**src/hw/rv_isa_pkg.sv**
```systemverilog
package rv_isa_pkg;

    localparam int XLEN       = 64;
    localparam int REG_ADDR_W = 5;
    localparam int INST_W     = 32;
    localparam int NUM_REGS   = 1 << REG_ADDR_W;
    localparam int SHAMT_W    = 6;                        // rv64 shift amount width

    localparam logic [INST_W-1:0] EBREAK_INST = 32'h0010_0073;

    // major opcodes of the supported subset
    typedef enum logic [6:0] {
        OPC_OP     = 7'b0110011,
        OPC_OP_IMM = 7'b0010011,
        OPC_LUI    = 7'b0110111,
        OPC_SYSTEM = 7'b1110011
    } opcode_e;

    typedef enum logic [3:0] {
        ALU_ADD    = 4'd0,
        ALU_SUB    = 4'd1,
        ALU_SLL    = 4'd2,
        ALU_SLT    = 4'd3,
        ALU_SLTU   = 4'd4,
        ALU_XOR    = 4'd5,
        ALU_SRL    = 4'd6,
        ALU_SRA    = 4'd7,
        ALU_OR     = 4'd8,
        ALU_AND    = 4'd9,
        ALU_PASS_B = 4'd10                                // lui result
    } alu_op_e;

    localparam logic [2:0] F3_ADD  = 3'b000;
    localparam logic [2:0] F3_SLL  = 3'b001;
    localparam logic [2:0] F3_SLT  = 3'b010;
    localparam logic [2:0] F3_SLTU = 3'b011;
    localparam logic [2:0] F3_XOR  = 3'b100;
    localparam logic [2:0] F3_SR   = 3'b101;              // srl and sra
    localparam logic [2:0] F3_OR   = 3'b110;
    localparam logic [2:0] F3_AND  = 3'b111;

    localparam logic [6:0] F7_BASE = 7'b0000000;
    localparam logic [6:0] F7_ALT  = 7'b0100000;          // sub and sra

endpackage

```
**src/hw/rv_regfile.sv**
```systemverilog
module rv_regfile
    import rv_isa_pkg::*;
(
    input  logic                  clk,
    input  logic                  rst_n,
    input  logic [REG_ADDR_W-1:0] raddr1_i,
    input  logic [REG_ADDR_W-1:0] raddr2_i,
    output logic [XLEN-1:0]       rdata1_o,
    output logic [XLEN-1:0]       rdata2_o,
    input  logic                  wen_i,
    input  logic [REG_ADDR_W-1:0] waddr_i,
    input  logic [XLEN-1:0]       wdata_i
);

    logic [XLEN-1:0] regs [NUM_REGS];

    always_ff @(posedge clk or negedge rst_n) begin
        if (!rst_n) begin
            for (int i = 0; i < NUM_REGS; i++) begin
                regs[i] <= '0;
            end
        end else if (wen_i && (waddr_i != '0)) begin
            regs[waddr_i] <= wdata_i;
        end
    end

    assign rdata1_o = (raddr1_i == '0) ? '0 : regs[raddr1_i];   // x0 hardwired
    assign rdata2_o = (raddr2_i == '0) ? '0 : regs[raddr2_i];

    // x0 writes are dropped so the read values hold
    assert property (@(posedge clk) disable iff (!rst_n)
        (wen_i && (waddr_i == '0)) ##1 $stable(raddr1_i) |-> $stable(rdata1_o));
    assert property (@(posedge clk) disable iff (!rst_n)
        (wen_i && (waddr_i == '0)) ##1 $stable(raddr2_i) |-> $stable(rdata2_o));

endmodule

```
**config.mk**
```make
export PLATFORM = sky130hd
export DESIGN_NAME = rv_regfile
export DESIGN_NICKNAME = d
export VERILOG_FILES = /design/src/hw/rv_isa_pkg.sv /design/src/hw/rv_regfile.sv
export SDC_FILE = /design/constraint.sdc
export NUM_CORES = 2
export LEC_CHECK = 0
export ABC_AREA = 0
export ABC_CLOCK_PERIOD_IN_PS = 6750
export BUFFER_PORTS_ARGS = -buffer_cell sky130_fd_sc_hd__buf_2
export CAP_MARGIN = 25
export CORE_ASPECT_RATIO = 1.2
export CORE_MARGIN = 2
export CORE_UTILIZATION = 60
export CTS_BUF_LIST = sky130_fd_sc_hd__clkbuf_8
export DETAILED_ROUTE_END_ITERATION = 12
export GPL_ROUTABILITY_DRIVEN = 0
export GPL_TIMING_DRIVEN = 0
export PLACE_DENSITY_LB_ADDON = 0.3
export REMOVE_ABC_BUFFERS = 1
export SLEW_MARGIN = 20
export SYNTH_ARGS = -nofsm -noshare
export SYNTH_HDL_FRONTEND = slang
export SYNTH_SLANG_ARGS = --single-unit
```
**constraint.sdc**
```tcl
create_clock -name clk -period 6.75 [get_ports clk]
set_input_delay 1.0125 -clock clk [delete_from_list [all_inputs] [get_ports clk]]
set_output_delay 1.0125 -clock clk [all_outputs]
set_load 0.02 [all_outputs]
```
# Word-level counts from Yosys, hierarchy flattened
# Index checks and enable logic that the tools add are counted.
[totals]
register_bits = 2048
out_inout_bits = 128
word_cells = 55
[op_classes]
order_cmp = 4
muxes = 11
bitwise = 3
reduce_logical = 5
[ops]
columns = ["cell", "count"]
rows = [
  ["$bwmux 2048", 1],
  ["$bmux 64 s5", 2],
  ["$mux 64", 7],
  ["$demux 64 s5", 1],
  ["$ge 6x6->1 const B", 3],
  ["$not 5->6", 3],
  ["$logic_not 5->1", 2],
  ["$lt 6x1->1 const B", 1],
  ["$reduce_bool 5->1", 1],
  ["$logic_and 1x1->1", 2],
]

# Logic depth before layout (Yosys ltp)
[logic_depth]
word_depth = 6
ltp_mapped = 10
depth_no_buf = 4

# Least setup slack after synthesis
# Ideal clock, no wire load.
[synth_timing]
kind = "in2out"
from = "in raddr2_i[1]"
to = "out rdata2_o[39]"
t_arrival_ns = 3.213
required_ns = 5.738
setup_slack_ns = 2.525
stages = 7
cell_sequence = "buf_4 -> buf_2 -> or2_2 -> clkbuf_1 -> o22ai_1 -> nor4_1 -> a2111oi_0"
[synth_via]
elab_chain_len = 5
[synth_rtl]
columns = ["element", "line_no", "rtl"]
rows = [
  ["from (decl)", "rv_regfile.sv:7", "input logic [REG_ADDR_W-1:0] raddr2_i,"],
  ["$not 5->6 (not written as such)", "rv_regfile.sv:28", "assign rdata2_o = (raddr2_i == '0) ? '0 : regs[raddr2_i];"],
  ["$bmux 64 s5", "rv_regfile.sv:28", ""],
  ["$mux 64 (not written as such) (2 in a row)", "rv_regfile.sv:28", ""],
  ["$mux 64 *", "rv_regfile.sv:28", ""],
  ["to (decl)", "rv_regfile.sv:9", "output logic [XLEN-1:0] rdata2_o,"],
]
# Every way passes the cells marked *; elsewhere a longest branch is shown, timed or not. The select of a mux whose other input is x is not followed.

# Worst setup path in the final report
[layout_timing]
from = "in raddr2_i[0]"
to = "out rdata2_o[27]"
# Same word-level chain as after synthesis.

==> summary.txt <==
drt total wl -> 306000 µm
Setup WS pre-CTS -> 0.697 ns
area grow syn2layout -> 11.2%
Max Freq -> 166 MHz
synth unique cells -> 48
placed inst area -> 114000 µm²
outcome -> complete, no violations
worst path arrival time -> 5.02 ns
Cell Area, Synth -> 108000 µm²
Slew Limit Fails -> 0
final worst setup slack -> 0.720 ns
Die W -> 392 µm
number of CTS-inserted buffers -> 343
synthesis-stage register bit count -> 2048
clock sinks -> 2048
worst vdd ir -> 233 µV
nets@finish -> 7011
MaxCap Viol Count -> 0
worst path cell trace -> buf_12, buf_16, buf_16, buf_16, buf_16, nor2b_1, a22oi_1, a21oi_1, nor4_1, buf_2
total chip power -> 34.6 mW
endpoints failing hold -> 0
biggest cell delay along the critical path -> 0.88 ns
Post-synth EDFFs -> 0
ys async rst share -> 1.00
Setup TNS Final -> 0 ns
initial antenna violation count -> 22
most frequent cell after synthesis -> dfrtp_1
Worst path top cell family by delay -> buffers and inverters
via count -> 66989
synth top area cells -> dfrtp_1 (47%), mux2_2 (21%), mux4_2 (20%)
first-pass GRT wire length -> 459000 µm
Post-DRT Antenna Nets -> 0
DRC -> 0
CTS tree -> yes
area of the multi-input gates -> 53900 µm²
fraction of layout cells with a size suffix above 1 -> 0.549
Worst setup EP type -> output pin
max FFs per register -> 2048
DRT iter0 DRCs -> 6276
# fillers -> 12177
Synth area leader -> dfrtp_1
ys flop type -> dfrtp_1
per-cell routed wire length -> 31.9 µm
syn_area_per_cell -> 15.6 µm²
slowest cell on the critical path -> nor4_1
Vias per Instance -> 6.98
RSZ-0062 raised after global routing -> false
Leak Pwr -> 53.4 nW
Synth top area share -> 0.473
register cell area after layout -> 51200 µm²
die area -> 184000 µm²
Initial Util -> 0.605
largest net degree at the start of global routing -> 146
Top Registers -> regs: 2048 flops
Clk Latency, worst-skew pair -> 1.06 ns
Overall Global Routing Usage -> 0.337
grt ovf -> 0
Synth top cells by count -> dfrtp_1 (2048), mux2_2 (2008), mux4_2 (968)
Pre-antenna DRT Iters -> 5
Setup violations, final -> 0
Final HPWL DP -> 195000 µm
CP Launch Type -> input pin
skew final -> 0 ns
minimum clock period after layout -> 6.03 ns
Die Y -> 470 µm
Tcrit/Tclk final -> 0.893
Clock Tree Root -> clkbuf_8
sequential share of the synthesized area -> 0.473
design area -> 121000 µm²
Post-Syn Instances -> 6963
vias in the first global route -> 72064
Critical Path Most Common Cell -> buf_16
CP required -> 5.74 ns
Power Dens Cells -> 287 nW/µm²
Reg clk slew, reported paths -> 0.06 ns
min-delay worst type -> reg2reg
CTS Buffer Depth -> 4
Slew headroom -> 0.255
Reg with most FFs -> regs
PortBufs -> 209
post-CTS sizing -> 0
CP Max Fanout -> 83
CORE AREA -> 179000 µm²
Placement Rows -> 170
Worst Path Buf+Inv -> 6
Yosys warnings -> 0
# IOs -> 210
H-tree depth -> 5
worst slew pin tran -> 1.12 ns
kind of critical path -> in2out
where the power goes:
group,internal [mW],total [mW],leakage (nW),switching (mW)
registers,14.6,16.3,26.3,1.70
logic,4.52,7.54,23.3,3.02
clock network,5.73,10.7,3.83,5.02
total,24.9,34.6,53.4,9.74
layout by cell type (no fill, tap or decap), drive strengths merged, types with 17 or more instances in the layout:
master / instances
mux2: 2022
nor3: 21
o22a: 17
nand2: 40
nor2: 31
mux2i: 520
clkinv: 38
o22ai: 182
mux4: 968
clkbuf: 419
nor2b: 39
diode: 17
inv: 115
buf: 427
or2: 74
a22oi: 26
dfrtp: 2048
path summary, 6_finish.rpt:
path	slack (ns)	end	cells after the start	from
min reg2reg	0.38	regs[2038]	0	regs[2038]
max reg2reg	5.93	regs[148]	1	regs[148]
max in group asynchronous	3.70	regs[1185]	5	rst_n
min	0.38	regs[2038]	0	regs[2038]
min in group asynchronous	0.53	regs[674]	2	rst_n
max	0.72	rdata2_o[27]	10	raddr2_i[0]
area by class of cell:
| class | instances | share of cell area |
|---|---|---|
| Clock buffer | 419 | 0.0478 |
| Sequential cell | 2048 | 0.425 |
| Antenna cell | 17 | 0.000353 |
| Tap cell | 2408 | 0.0250 |
| Timing Repair Buffer | 428 | 0.0476 |
| Multi-Input combinational cell | 4108 | 0.447 |
| Clock inverter | 164 | 0.00666 |
per-stage QoR:
step	cells	hold slack, ns	util
after floorplan	6156	0.349	-
after global placement	8773	0.360	0.608
after detailed placement	8989	0.363	0.636
after CTS	9573	0.377	0.673
after global routing	9579	0.389	0.673
final	9592	0.376	0.673
kinds of logic (layout without fill, tap and decap cells):
logic type / Yosys count / in the layout / synth area share
compound gates: 328 / 328 / 0.0214
buf+inv: 807 / 1011 / 0.0328
flops: 2048 / 2048 / 0.473
mux: 3510 / 3510 / 0.459
other cells: 0 / 17 / 0
simple gates: 270 / 270 / 0.0141
routing by layer:
| layer | up-vias | wire length, µm | GRT usage |
|---|---|---|---|
| met5 | - | 35 | 0 |
| met4 | 6 | 14600 | 0.156 |
| met3 | 851 | 24700 | 0.0706 |
| met2 | 3157 | 151000 | 0.544 |
| met1 | 36082 | 115000 | 0.440 |
| li1 | 26893 | - | - |
what timing repair did:
| action | 4_1_cts | 5_1_grt |
|---|---|---|
| hold endpoints to repair | 89 | 0 |
| setup buffers | 0 | 0 |
| hold buffers | 1 | 0 |
Note: power is estimated with default switching activity, not from simulation.
