**src/hw/rv_isa_pkg.sv**
```systemverilog
package rv_isa_pkg;

    localparam int XLEN       = 64;
    localparam int REG_ADDR_W = 5;
    localparam int INST_W     = 32;
    localparam int NUM_REGS   = 1 << REG_ADDR_W;
    localparam int SHAMT_W    = 6;                        // rv64 shift amount width

    localparam logic [INST_W-1:0] EBREAK_INST = 32'h0010_0073;

    // major opcodes of the supported subset
    typedef enum logic [6:0] {
        OPC_OP     = 7'b0110011,
        OPC_OP_IMM = 7'b0010011,
        OPC_LUI    = 7'b0110111,
        OPC_SYSTEM = 7'b1110011
    } opcode_e;

    typedef enum logic [3:0] {
        ALU_ADD    = 4'd0,
        ALU_SUB    = 4'd1,
        ALU_SLL    = 4'd2,
        ALU_SLT    = 4'd3,
        ALU_SLTU   = 4'd4,
        ALU_XOR    = 4'd5,
        ALU_SRL    = 4'd6,
        ALU_SRA    = 4'd7,
        ALU_OR     = 4'd8,
        ALU_AND    = 4'd9,
        ALU_PASS_B = 4'd10                                // lui result
    } alu_op_e;

    localparam logic [2:0] F3_ADD  = 3'b000;
    localparam logic [2:0] F3_SLL  = 3'b001;
    localparam logic [2:0] F3_SLT  = 3'b010;
    localparam logic [2:0] F3_SLTU = 3'b011;
    localparam logic [2:0] F3_XOR  = 3'b100;
    localparam logic [2:0] F3_SR   = 3'b101;              // srl and sra
    localparam logic [2:0] F3_OR   = 3'b110;
    localparam logic [2:0] F3_AND  = 3'b111;

    localparam logic [6:0] F7_BASE = 7'b0000000;
    localparam logic [6:0] F7_ALT  = 7'b0100000;          // sub and sra

endpackage

```
**src/hw/rv_pipe_pkg.sv**
```systemverilog
package rv_pipe_pkg;

    import rv_isa_pkg::*;

    localparam int APB_AW = 8;
    localparam int APB_DW = 32;

    localparam logic [XLEN-1:0] RESET_PC = 64'h0000_0000_8000_0000;

    // control block register offsets
    localparam logic [APB_AW-1:0] CTRL_ADDR    = 8'h00;
    localparam logic [APB_AW-1:0] STATUS_ADDR  = 8'h04;
    localparam logic [APB_AW-1:0] RETIRED_ADDR = 8'h08;
    localparam logic [APB_AW-1:0] HALT_PC_ADDR = 8'h0C;

    typedef struct packed {
        logic                  valid;
        logic [XLEN-1:0]       pc;
        alu_op_e               alu_op;
        logic [XLEN-1:0]       src1;
        logic [XLEN-1:0]       src2;
        logic [REG_ADDR_W-1:0] rd;
        logic                  wen;
        logic                  ebreak;
        logic                  illegal;
    } id_ex_t;

    typedef struct packed {
        logic                  valid;
        logic [XLEN-1:0]       pc;
        logic [REG_ADDR_W-1:0] rd;
        logic                  wen;                       // register actually written
        logic [XLEN-1:0]       data;
        logic                  ebreak;
        logic                  illegal;
    } retire_t;

    typedef struct packed {
        logic              psel;
        logic              penable;
        logic              pwrite;
        logic [APB_AW-1:0] paddr;
        logic [APB_DW-1:0] pwdata;
    } apb_req_t;

    typedef struct packed {
        logic [APB_DW-1:0] prdata;
        logic              pready;
        logic              pslverr;
    } apb_rsp_t;

endpackage

```
**src/hw/rv_ctrl_regs.sv**
```systemverilog
module rv_ctrl_regs
    import rv_pipe_pkg::*;
(
    input  logic              clk,
    input  logic              rst_n,
    input  apb_req_t          apb_i,
    output apb_rsp_t          apb_o,
    input  logic              halt_req_i,
    input  logic [APB_DW-1:0] halt_pc_i,
    input  logic              retire_pulse_i,
    output logic              accept_en_o
);

    logic              run, halted;
    logic [APB_DW-1:0] retired_cnt, halt_pc;
    logic [APB_DW-1:0] rdata;
    logic              access, wr_en, mapped, read_only;

    assign access = apb_i.psel && apb_i.penable;          // enable phase
    assign wr_en  = access && apb_i.pwrite;

    always_comb begin
        rdata     = '0;
        mapped    = 1'b1;
        read_only = 1'b0;
        case (apb_i.paddr)
            CTRL_ADDR:    rdata = {{(APB_DW-1){1'b0}}, run};
            STATUS_ADDR:  rdata = {{(APB_DW-1){1'b0}}, halted};
            RETIRED_ADDR: begin
                rdata     = retired_cnt;
                read_only = 1'b1;
            end
            HALT_PC_ADDR: begin
                rdata     = halt_pc;
                read_only = 1'b1;
            end
            default:      mapped = 1'b0;
        endcase
    end

    assign apb_o.prdata  = rdata;
    assign apb_o.pready  = 1'b1;                          // no wait states
    assign apb_o.pslverr = access && (!mapped || (apb_i.pwrite && read_only));

    always_ff @(posedge clk or negedge rst_n) begin
        if (!rst_n) begin
            run         <= 1'b0;
            halted      <= 1'b0;
            halt_pc     <= '0;
            retired_cnt <= '0;
        end else begin
            if (wr_en && (apb_i.paddr == CTRL_ADDR)) begin
                run <= apb_i.pwdata[0];
            end
            if (halt_req_i) begin
                halted  <= 1'b1;                          // set beats w1c
                halt_pc <= halt_pc_i;
            end else if (wr_en && (apb_i.paddr == STATUS_ADDR) && apb_i.pwdata[0]) begin
                halted <= 1'b0;
            end
            if (retire_pulse_i) begin
                retired_cnt <= retired_cnt + 1'b1;        // wraps
            end
        end
    end

    assign accept_en_o = run && !halted;

    // setup is always followed by an enable that completes at once
    assert property (@(posedge clk) disable iff (!rst_n)
        (apb_i.psel && !apb_i.penable) |=> (apb_i.psel && apb_i.penable && apb_o.pready));

endmodule

```
**config.mk**
```make
export PLATFORM = sky130hd
export DESIGN_NAME = rv_ctrl_regs
export DESIGN_NICKNAME = d
export VERILOG_FILES = /design/src/hw/rv_isa_pkg.sv /design/src/hw/rv_pipe_pkg.sv /design/src/hw/rv_ctrl_regs.sv
export SDC_FILE = /design/constraint.sdc
export NUM_CORES = 1
export LEC_CHECK = 0
export BUFFER_PORTS_ARGS = -buffer_cell sky130_fd_sc_hd__buf_2
export CAP_MARGIN = 20
export CORE_UTILIZATION = 30
export DETAILED_ROUTE_END_ITERATION = 16
export HOLD_SLACK_MARGIN = 0.08
export REMOVE_ABC_BUFFERS = 1
export SYNTH_ARGS = -nofsm -noshare
export SYNTH_HDL_FRONTEND = slang
export SYNTH_SLANG_ARGS = --single-unit
```
**constraint.sdc**
```tcl
create_clock -name clk -period 3.03 [get_ports clk]
set_input_delay 0.303 -clock clk [delete_from_list [all_inputs] [get_ports clk]]
set_output_delay 0.303 -clock clk [all_outputs]
set_load 0.05 [all_outputs]
```
== Word level (Yosys, flattened, before mapping) ==
Cells that the tools add are included.

* Latch bits: 0
* Memories: 0
* Output and inout bits: 35
* Bits in writable memories: 0
* Bits in registers: 66
* Bits in read-only memories: 0

* Div/mod/pow operators: 0
* Add/sub/neg operators: 1
* $lt $le $gt $ge: 0
* Reductions and logical operators: 15
* Bitwise gates (word level): 0
* Shifts and indexed selects: 0
* Equal/unequal tests: 3
* Multiplexer cells: 5
* Multipliers: 0

{| class="wikitable"
|+ Operators with widths
! cell !! count
|-
| case mux 32 bit (4 select lines) || 1
|-
| adder 32 x 1 -> 32 bit, second input constant || 1
|-
| == test 8 x 4 -> 1 bit, second input constant || 2
|-
| == test 8 x 3 -> 1 bit, second input constant || 1
|-
| logical AND 1 bit || 8
|-
| logical NOT 8 bit || 1
|-
| two-way mux 1 bit || 4
|-
| OR reduction 4 bit || 1
|-
| logical NOT 1 bit || 2
|-
| nonzero test 2 bit || 1
|-
| OR reduction 2 bit || 1
|-
| logical OR 1 bit || 1
|}

== Longest topological paths before layout ==
* Word-level depth: 6
* Mapped depth: 6
* Mapped depth without buffers: 5

== Worst setup path after synthesis ==
No wires, ideal clock.

* Path kind: input to output
* Start point: input port apb_i[33] (netlist name)
* End point: output port apb_o[10] (netlist name)
* Cell stages on the path: 6
* Slack: 1102 ps
* Data required time: 2727 ps
* Arrival: 1625 ps
* Buffers on the path: 2
* Cells stage by stage: nor4_2 and2_1 and3_1 buf_4 buf_6 a22o_1

{| class="wikitable"
|+ RTL lines
! element !! RTL line !! source
|-
| start, declared || rv_ctrl_regs.sv:6 || <nowiki>input apb_req_t apb_i,</nowiki>
|-
| end, declared || rv_ctrl_regs.sv:7 || <nowiki>output apb_rsp_t apb_o,</nowiki>
|}

==> out/results.txt <==
Worst VDD drop - 249 uV
Cells after synthesis - 255
Synth top area share - 51.7%
Die area - 11100 um^2
Vias - 2264
Worst slew margin - 46.0%
CTS tree - yes
Worst Setup SP - apb_i[33]
Vias in the first global route - 2332
Synth Area per Inst - 12.5 um^2
Final net count - 420
Drt wl/cell - 13.9 um
Sw frac - 24.9%
Die X-Extent - 105 um
Post-CTS resize count - 0
Power Density - 526 nW/um^2
# rows - 37
Commonest cells post-synth - dfrtp_1, mux2_2, a22o_1
CP required - 2.73 ns
Worst Setup Start Kind - input pin
Reg power frac - 51.0%
DR iter-0 viols - 65
Total Routed Length - 6690 um
Uppermost layer routed - met4
Root Driver - clkbuf_8
Met2 WL - 3100 um
Min-delay worst type - in -> reg
Post-DRT Antenna Nets - 0
# port buffers - 81
Largest net degree at the start of global routing - 35
Clock transition at path regs - 0.07 ns
Initial Utilization - 30.9%
WL met1 - 3230 um
CP arrival - 1.97 ns
Initial antenna violation count - 0
Ys async rst share - 100%
Leak - 1.92 nW
Max_cap viols - 0
CTS H-Tree Depth - 3
Area of the mapped netlist - 3190 um^2
Ys flop type - dfrtp_1
Hpwl dp - 4530 um
Critical path endpoint - apb_o[18]
Diode count - 0
Core ar. - 10300 um^2
R2r startpoint - retired_cnt[0]
RR Endpoint - retired_cnt[26]
Worst-Margin Slew - 0.810 ns
GP Congestion - 0.758
Setup bufs post-CTS - 0
Yosys top cell by area - dfrtp_1
Routed wl met3 - 268 um
TritonCTS Buffers - 9
Vias per cell - 4.71
DRC violations left - 0
Worst-Skew Late Latency - 0.34 ns
RSZ-0062 raised after global routing - false
Synth area leaders - dfrtp_1, mux2_2, a22o_1
Setup TNS - 0 ns
Max Slew Vio Count - 0
Sequential area share after synthesis - 51.7%
IO Pins - 114
CP Max Fanout - 31
CTS Buffer Depth - 2
DR pass1 iterations - 4
Most frequent cell after synthesis - dfrtp_1
Worst r2r path cells - 5
Flops & latches, synth - 66
Share of cells above drive strength 1 - 42.6%
Post-synth EDFFs - 0
Post-synth cell types - 34
Reg-to-reg slack, setup - 1.36 ns
Run status - finished clean
Worst setup EP type - primary output
Total global-route track usage - 13.4%
Pint - 1.56 mW
Fmax - 0.440 GHz
Skew final - 0.00702 ns
Clock Power Share - 38.7%
Setup violations, final - 0
Post-layout minimum cycle time - 2.27 ns
Critical Setup Path Class - in -> out
P_sw - 518 uW
Yosys warning count - 0
Synthesis-to-finish area growth - 23.7%
Combinational Power Share - 10.3%
Fin. Hold Viols - 0
Gr ovfl total - 0
Clk sinks - 66
Fin crit share - 75.0%
First-pass GRT wire length - 11500 um
Non-filler instance count after layout - 481
Die H - 105 um
Placed Cells - 464
[per-stage QoR]
step | hold slack [ns] | power, mW | cell area, um^2 | setup WS, ns | utilization [%]
6_report | 0.189 | 2.08 | 3950 | 0.759 | 38.3
3_3_place_gp | 0.432 | 1.28 | 3720 | 0.781 | 36.0
4_1_cts | 0.167 | 2.12 | 3950 | 0.744 | 38.3
5_1_grt | 0.169 | 2.19 | 3950 | 0.644 | 38.3
3_5_place_dp | 0.452 | 1.29 | 3720 | 0.757 | 36.0
2_1_floorplan | 0.00741 | 1.19 | 3100 | 0.385 | -
[cell type report]
cell class | count | area [um^2]
clock buffers | 13 | 179
multi-input cells | 169 | 1430
clock inverters | 3 | 45.0
inverters | 7 | 26.3
flip-flops and latches | 66 | 1650
fillers | 1029 | 6370
well taps | 136 | 170
repair buffers | 87 | 453
[worst min path at each step]
stage | start | endpoint | cells after the start
floorplan | rst_n | halt_pc[0] | 0
global placement | rst_n | halt_pc[24] | 1
detailed placement | rst_n | halt_pc[26] | 1
CTS | halt_pc_i[8] | halt_pc[8] | 2
global route | halt_pc_i[0] | halt_pc[0] | 2
finish | halt_pc_i[24] | halt_pc[24] | 2
[power by group through the flow]
stage,Clock (mW),Combinational [mW],Sequential [mW]
3_3_place_gp,0,0.210,1.07
3_5_place_dp,0,0.218,1.08
6_report,0.804,0.215,1.06
5_1_grt,0.873,0.244,1.08
2_1_floorplan,0,0.139,1.05
4_1_cts,0.841,0.220,1.06
[cell usage in the layout (no fill, tap or decap), types with 2 or more instances in the layout]
cell and count:
mux2_2 34, clkbuf_8 13, xor2_1 15, nor4_2 3
nor3_1 10, a22o_1 31, buf_2 81, clkinvlp_4 2
and3_1 5, nand3_1 7, inv_1 7, nor4_4 2
nand2_1 13, nor2_1 7, dfrtp_1 66, o21ai_0 2
xnor2_1 15, and4_1 6, buf_4 5, nand4_1 4
[timing repair]
action / 4_1_cts / 5_1_grt
endpoints found under the setup margin: 0 / 0
hold endpoints to repair: 22 / 0
hold buffers: 1 / 0
[sequential cells by signal (all words and copies together), names as in the netlist]
| signal | count |
|---|---|
| halted | 1 |
| run | 1 |
| retired_cnt | 32 |
| halt_pc | 32 |
[critical path, stage by stage]
cell and delay, ns:
buf_2 0.10, nor4_2 0.38, and2_1 0.21, and3_1 0.16
buf_4 0.33, a22o_1 0.20, buf_2 0.27
[routing by layer]
| layer | vias to the layer above | track usage [%] |
|---|---|---|
| met5 | - | 0 |
| met4 | 0 | 5.13 |
| met3 | 10 | 3.56 |
| met2 | 59 | 22.4 |
| met1 | 1100 | 16.4 |
| li1 | 1095 | - |
[cells by family after synthesis]
| family | share of synthesized area, % |
|---|---|
| simple gates | 14.2 |
| other cells | 0.117 |
| flops | 51.7 |
| xor+xnor | 8.23 |
| mux | 12.7 |
| buf+inv | 3.68 |
| compound gates | 8.97 |
| fa+ha+maj | 0.392 |
(Power assumes the default switching activity.)
