[config.mk]
export PLATFORM = sky130hd
export DESIGN_NAME = rv_decoder
export DESIGN_NICKNAME = d
export VERILOG_FILES = /design/src/hw/rv_isa_pkg.sv /design/src/hw/rv_pipe_pkg.sv /design/src/hw/rv_decoder.sv
export SDC_FILE = /design/constraint.sdc
export NUM_CORES = 1
export LEC_CHECK = 0
export ABC_CLOCK_PERIOD_IN_PS = 2900
export BUFFER_PORTS_ARGS = -buffer_cell sky130_fd_sc_hd__buf_2
export CAP_MARGIN = 5
export CORE_AREA = 2 2 200 202
export DETAILED_ROUTE_END_ITERATION = 8
export DIE_AREA = 0 0 202 204
export SETUP_SLACK_MARGIN = 0.4
export SYNTH_ARGS = -nofsm -noshare
export SYNTH_HDL_FRONTEND = slang
export SYNTH_SLANG_ARGS = --single-unit
[constraint.sdc]
create_clock -name vclk -period 2.9
set_input_delay 0.29 -clock vclk [all_inputs]
set_output_delay 0.29 -clock vclk [all_outputs]
set_load 0.02 [all_outputs]
[src/hw/rv_isa_pkg.sv]
package rv_isa_pkg;

    localparam int XLEN       = 64;
    localparam int REG_ADDR_W = 5;
    localparam int INST_W     = 32;
    localparam int NUM_REGS   = 1 << REG_ADDR_W;
    localparam int SHAMT_W    = 6;                        // rv64 shift amount width

    localparam logic [INST_W-1:0] EBREAK_INST = 32'h0010_0073;

    // major opcodes of the supported subset
    typedef enum logic [6:0] {
        OPC_OP     = 7'b0110011,
        OPC_OP_IMM = 7'b0010011,
        OPC_LUI    = 7'b0110111,
        OPC_SYSTEM = 7'b1110011
    } opcode_e;

    typedef enum logic [3:0] {
        ALU_ADD    = 4'd0,
        ALU_SUB    = 4'd1,
        ALU_SLL    = 4'd2,
        ALU_SLT    = 4'd3,
        ALU_SLTU   = 4'd4,
        ALU_XOR    = 4'd5,
        ALU_SRL    = 4'd6,
        ALU_SRA    = 4'd7,
        ALU_OR     = 4'd8,
        ALU_AND    = 4'd9,
        ALU_PASS_B = 4'd10                                // lui result
    } alu_op_e;

    localparam logic [2:0] F3_ADD  = 3'b000;
    localparam logic [2:0] F3_SLL  = 3'b001;
    localparam logic [2:0] F3_SLT  = 3'b010;
    localparam logic [2:0] F3_SLTU = 3'b011;
    localparam logic [2:0] F3_XOR  = 3'b100;
    localparam logic [2:0] F3_SR   = 3'b101;              // srl and sra
    localparam logic [2:0] F3_OR   = 3'b110;
    localparam logic [2:0] F3_AND  = 3'b111;

    localparam logic [6:0] F7_BASE = 7'b0000000;
    localparam logic [6:0] F7_ALT  = 7'b0100000;          // sub and sra

endpackage

[src/hw/rv_pipe_pkg.sv]
package rv_pipe_pkg;

    import rv_isa_pkg::*;

    localparam int APB_AW = 8;
    localparam int APB_DW = 32;

    localparam logic [XLEN-1:0] RESET_PC = 64'h0000_0000_8000_0000;

    // control block register offsets
    localparam logic [APB_AW-1:0] CTRL_ADDR    = 8'h00;
    localparam logic [APB_AW-1:0] STATUS_ADDR  = 8'h04;
    localparam logic [APB_AW-1:0] RETIRED_ADDR = 8'h08;
    localparam logic [APB_AW-1:0] HALT_PC_ADDR = 8'h0C;

    typedef struct packed {
        logic                  valid;
        logic [XLEN-1:0]       pc;
        alu_op_e               alu_op;
        logic [XLEN-1:0]       src1;
        logic [XLEN-1:0]       src2;
        logic [REG_ADDR_W-1:0] rd;
        logic                  wen;
        logic                  ebreak;
        logic                  illegal;
    } id_ex_t;

    typedef struct packed {
        logic                  valid;
        logic [XLEN-1:0]       pc;
        logic [REG_ADDR_W-1:0] rd;
        logic                  wen;                       // register actually written
        logic [XLEN-1:0]       data;
        logic                  ebreak;
        logic                  illegal;
    } retire_t;

    typedef struct packed {
        logic              psel;
        logic              penable;
        logic              pwrite;
        logic [APB_AW-1:0] paddr;
        logic [APB_DW-1:0] pwdata;
    } apb_req_t;

    typedef struct packed {
        logic [APB_DW-1:0] prdata;
        logic              pready;
        logic              pslverr;
    } apb_rsp_t;

endpackage

[src/hw/rv_decoder.sv]
module rv_decoder
    import rv_isa_pkg::*;
    import rv_pipe_pkg::*;
(
    input  logic                  clk,
    input  logic                  rst_n,
    input  logic                  inst_valid_i,
    input  logic [INST_W-1:0]     inst_i,
    input  logic [XLEN-1:0]       pc_i,
    input  logic                  accept_en_i,
    output logic [REG_ADDR_W-1:0] rs1_addr_o,
    output logic [REG_ADDR_W-1:0] rs2_addr_o,
    input  logic [XLEN-1:0]       rs1_data_i,
    input  logic [XLEN-1:0]       rs2_data_i,
    input  logic                  fwd_wen_i,
    input  logic [REG_ADDR_W-1:0] fwd_rd_i,
    input  logic [XLEN-1:0]       fwd_data_i,
    output id_ex_t                id_ex_o,
    output logic                  inst_ready_o,
    output logic                  halt_req_o
);

    opcode_e               opcode;
    logic [REG_ADDR_W-1:0] rd, rs1, rs2;
    logic [2:0]            funct3;
    logic [6:0]            funct7;
    logic [XLEN-1:0]       imm_i, imm_u, imm;
    logic [XLEN-1:0]       rs1_val, rs2_val;
    logic                  fwd1, fwd2;
    logic                  accept, use_imm, wen, ebreak, illegal;
    alu_op_e               alu_op;

    assign opcode = opcode_e'(inst_i[6:0]);
    assign rd     = inst_i[11:7];
    assign funct3 = inst_i[14:12];
    assign rs1    = inst_i[19:15];
    assign rs2    = inst_i[24:20];
    assign funct7 = inst_i[31:25];

    assign imm_i = {{(XLEN-12){inst_i[31]}}, inst_i[31:20]};
    assign imm_u = {{(XLEN-32){inst_i[31]}}, inst_i[31:12], 12'b0};

    assign inst_ready_o = accept_en_i;
    assign accept       = inst_valid_i && accept_en_i;

    always_comb begin
        alu_op  = ALU_ADD;
        use_imm = 1'b0;
        imm     = imm_i;
        wen     = 1'b0;
        ebreak  = 1'b0;
        illegal = 1'b0;
        case (opcode)
            OPC_OP: begin
                case ({funct7, funct3})
                    {F7_BASE, F3_ADD}:  alu_op = ALU_ADD;
                    {F7_ALT,  F3_ADD}:  alu_op = ALU_SUB;
                    {F7_BASE, F3_SLL}:  alu_op = ALU_SLL;
                    {F7_BASE, F3_SLT}:  alu_op = ALU_SLT;
                    {F7_BASE, F3_SLTU}: alu_op = ALU_SLTU;
                    {F7_BASE, F3_XOR}:  alu_op = ALU_XOR;
                    {F7_BASE, F3_SR}:   alu_op = ALU_SRL;
                    {F7_ALT,  F3_SR}:   alu_op = ALU_SRA;
                    {F7_BASE, F3_OR}:   alu_op = ALU_OR;
                    {F7_BASE, F3_AND}:  alu_op = ALU_AND;
                    default:            illegal = 1'b1;
                endcase
                wen = !illegal;
            end
            OPC_OP_IMM: begin
                use_imm = 1'b1;
                case (funct3)
                    F3_ADD:  alu_op = ALU_ADD;
                    F3_SLT:  alu_op = ALU_SLT;
                    F3_SLTU: alu_op = ALU_SLTU;
                    F3_XOR:  alu_op = ALU_XOR;
                    F3_OR:   alu_op = ALU_OR;
                    F3_AND:  alu_op = ALU_AND;
                    F3_SLL: begin
                        alu_op  = ALU_SLL;
                        illegal = (inst_i[31:26] != 6'b000000);
                    end
                    default: begin                        // srli / srai
                        alu_op  = inst_i[30] ? ALU_SRA : ALU_SRL;
                        illegal = ({inst_i[31], inst_i[29:26]} != 5'b00000);
                    end
                endcase
                wen = !illegal;
            end
            OPC_LUI: begin
                alu_op  = ALU_PASS_B;
                use_imm = 1'b1;
                imm     = imm_u;
                wen     = 1'b1;
            end
            OPC_SYSTEM: begin
                ebreak  = (inst_i == EBREAK_INST);
                illegal = !ebreak;                        // no csr support
            end
            default: illegal = 1'b1;
        endcase
    end

    // bypass the result still sitting in ex
    assign rs1_addr_o = rs1;
    assign rs2_addr_o = rs2;
    assign fwd1       = fwd_wen_i && (fwd_rd_i == rs1) && (rs1 != '0);
    assign fwd2       = fwd_wen_i && (fwd_rd_i == rs2) && (rs2 != '0);
    assign rs1_val    = fwd1 ? fwd_data_i : rs1_data_i;
    assign rs2_val    = fwd2 ? fwd_data_i : rs2_data_i;

    always_comb begin
        id_ex_o.valid   = accept;
        id_ex_o.pc      = pc_i;
        id_ex_o.alu_op  = alu_op;
        id_ex_o.src1    = rs1_val;
        id_ex_o.src2    = use_imm ? imm : rs2_val;
        id_ex_o.rd      = rd;
        id_ex_o.wen     = wen;
        id_ex_o.ebreak  = ebreak;
        id_ex_o.illegal = illegal;
    end

    assign halt_req_o = accept && ebreak;

    // control block must drop acceptance right after an ebreak
    assert property (@(posedge clk) disable iff (!rst_n) halt_req_o |=> !inst_ready_o);

endmodule

After elaboration in Yosys (flattened, before gate mapping):

Index checks and enable logic that the tools add are counted.

* bits of input ports: 298
* bits in registers: 0
* output and inout bits: 217

* reductions and logical operators: 18
* mux-type cells: 16
* equality and inequality tests: 22

Operator list (count)
* 64-bit 2-to-1 mux: 3
* 10-bit by 3-bit equality test with 1-bit output, second input constant: 4
* 4-bit one-hot mux with 9 select lines: 1
* 32-bit by 21-bit equality test with 1-bit output, second input constant: 1
* 31-bit 2-to-1 mux: 1
* 4-bit one-hot mux with 7 select lines: 1
* 10-bit by 2-bit equality test with 1-bit output, second input constant: 2
* 10-bit by 9-bit equality test with 1-bit output, second input constant: 2
* 5-bit nonzero test: 3
* 7-bit by 6-bit equality test with 1-bit output, second input constant: 2
* 4-bit one-hot mux with 3 select lines: 1
* 10-bit by 1-bit equality test with 1-bit output, second input constant: 1
* 5-bit equality test: 2
* 10-bit logical NOT: 1
* 10-bit OR reduction: 1
* 3-bit equality test, second input constant: 3
* 7-bit by 5-bit equality test with 1-bit output, second input constant: 1
* 7-bit equality test, second input constant: 1
* 3-bit by 2-bit equality test with 1-bit output, second input constant: 2
* 1-bit logical AND: 6
* 1-bit 2-to-1 mux: 6
* 6-bit nonzero test: 1
* 6-bit OR reduction: 1
* 1-bit one-hot mux with 4 select lines: 1
* 6 further kinds: 8

Longest topological paths before layout:

* depth in word-level cells: 6
* depth in mapped cells: 7
* depth with buffers taken out: 5

Worst setup path before layout:

Ideal clock, no wire load.

* kind: in2out
* from: input port inst_i[27]
* to: output port id_ex_o[136] (netlist bit)
* stages: 5
* arrival: 2118 ps
* path slack: 492 ps
* buffers on the path: 0
* cells stage by stage: or4_4 or3_4 nor3_4 a21oi_2 a2111oi_2

RTL lines
* start, declared: RTL line rv_decoder.sv:8 `input logic [INST_W-1:0] inst_i,`
* end, declared: RTL line rv_decoder.sv:18 `output id_ex_t id_ex_o,`

==> flow_summary.toml <==
[floorplan]
fp.dieH_um = 204
coreArea_um2 = 39180
die-area_um2 = 41210
start_util_pct = 8.060
die_w_um = 202
io_pins = 515
fp-row-count = 73

[finish]
seq_cell_count = 0
seqCellArea_um2 = 0
nNetsFinal = 1069
drive_gt1_share_pct = 65.15
area_delta_synth_final_pct = 71.51
stdcell_area_um2 = 5416
num-clock-buffers = 0

[global_routing]
grt_start_max_net_pins = 54
grt_pass1_wl_mm = 29.73
grt_usage_pct = 9.825
antenna_found_initial = 2
gr-total-overflow = 0
grt_pass1_vias = 4543

[sta]
tightest_slew_ns = 0.6080
max_slew_margin_pct = 59.47
setup_tns_ns = 0
min_period_ns = 2.560
fin_crit_sh_pct = 88.28
rsz0062_at_grt = "yes"
timing_hold_violations_final = 0
max_freq_ghz = 0.3906
slew_viol_final = 0
finalSetupViolations = 0

[critical_path]
cp_max_fo = 3
crit_path_start_kind = "input pin"
cp.arrival_ns = 2.27
end_kind = "primary output"
worstSetupPathType = "input pin to primary output"
path_delay_family = "simple AND/OR/NAND/NOR gates"
path_buf_inv = 3
crit_slowest_cell = "or4_4"
max_stage_delay_ns = 0.56
cp_cell_sequence = "buf_6, or4_4, or3_4, buf_4, or3_4, a211o_1, buf_4"
crit_required_ns = 2.61

[synthesis]
postSynthCellCount = 475
ys_seq_area_share_pct = 0
yosysUniqueCellTypes = 38
synth_warnings = 0
synth_fp_nets = 773
synth.avg_cell_area_um2 = 6.648
syn_area_um2 = 3158

[detailed_routing]
first_pass_iters = 5
viasPerCell = 3.735
post-route-drc-count = 0
routed_wl_mm = 22.46
vias = 4841
dr.first_iter.drc_count = 262
drt-wirelength-per-cell_um = 17.33
antenna_left = 0

[placement]
gp_congestion = 0.8486
portBuffers = 385
dpl_cell_area_um2 = 5165
place_hpwl_mm = 18.71

[outcome]
status = "finished clean"

[clock_network]
cts_hold_buffers = 0

[run]
max_cap_violations = 0

[power]
ir_worst_vdd_uv = 44.38
p_per_area_nw_per_um2 = 142.4
leakage_nw = 2.674

[worst_hold_path]
hp-class = "input pin to primary output"
path summary, 6_finish.rpt:
check	start	depth (start not counted)	end	slack [ns]
setup / recovery	inst_i[27]	7	id_ex_o[0]	0.34
hold / removal	pc_i[18]	0	id_ex_o[158]	0.58
cell usage after synthesis, drive strengths merged (5+ instances only):
cell type / number / share of area [%]
clkbuf: 29 / 3.4
buf: 94 / 22
nor3: 8 / 1.6
o22ai: 21 / 4.2
xor2: 5 / 1.4
a31oi: 33 / 6.5
mux2i: 21 / 6.7
o21ai: 8 / 1.3
nand2: 83 / 9.9
inv: 6 / 0.71
nor2: 9 / 1.1
a21oi: 25 / 4.1
nand3: 35 / 5.5
mux2: 64 / 23
layout make-up:
class | count | area (um^2)
fill | 4504 | 33770
multi-input combinational | 346 | 2412
timing repair buffer | 417 | 2320
tap | 525 | 656.9
inverter | 6 | 22.52
antenna | 2 | 5.005
per-stage QoR:
step / total power [mW] / util (%) / setup WS (ns) / cells / hold WS, ns
after global routing: 0.8240 / 13.82 / 0.2953 / 1296 / 0.5800
after detailed placement: 0.7540 / 13.18 / -0.06887 / 1280 / 0.5801
final: 0.7710 / 13.82 / 0.3397 / 1296 / 0.5800
after floorplan: 0.5150 / - / 0.4924 / 475 / 0.6926
after global placement: 0.7475 / 13.18 / -0.04566 / 1280 / 0.5801
after CTS: 0.7691 / 13.62 / 0.3358 / 1291 / 0.5801
report_power, final:
part           switching, mW  leakage, nW  internal [mW]
clock                      0    0.0000127   0.0000000923
combinational          0.445         2.67          0.326
sequential                 0            0              0
layout by cell type, fill, tap and decap left out, drive strengths merged, types with 8 or more instances in the layout:
| cell | netlist | final |
|---|---|---|
| a21oi | 25 | 25 |
| a31oi | 33 | 33 |
| buf | 94 | 417 |
| mux2 | 64 | 64 |
| mux2i | 21 | 21 |
| nand2 | 83 | 83 |
| nand3 | 35 | 35 |
| nor2 | 9 | 9 |
| nor3 | 8 | 8 |
| o21ai | 8 | 8 |
| o22ai | 21 | 21 |
kinds of logic (layout without fill, tap and decap cells):
group	Yosys count	count (layout)	synth area share [%]
other cells	0	2	0
buf+inv	129	423	25.71
xor+xnor	9	9	2.496
simple gates	152	152	22.11
compound gates	100	100	20.21
mux	85	85	29.48
what timing repair did:
item,4_1_cts,5_1_grt
endpoints found under the setup margin,114,47
gates resized for setup,13,14
hold endpoints to repair,0,0
buffers inserted,10,3
gates cloned,1,0
pin swaps,8,4
metal layers:
metal	vias to the layer above	share of wire, %	track usage, %
met5	-	0	0
met4	0	4.1	3.887
met3	48	8.9	1.897
met2	386	47	17.16
met1	2198	40	11.83
li1	2209	-	-
Note: power is estimated with default switching activity, not from simulation.
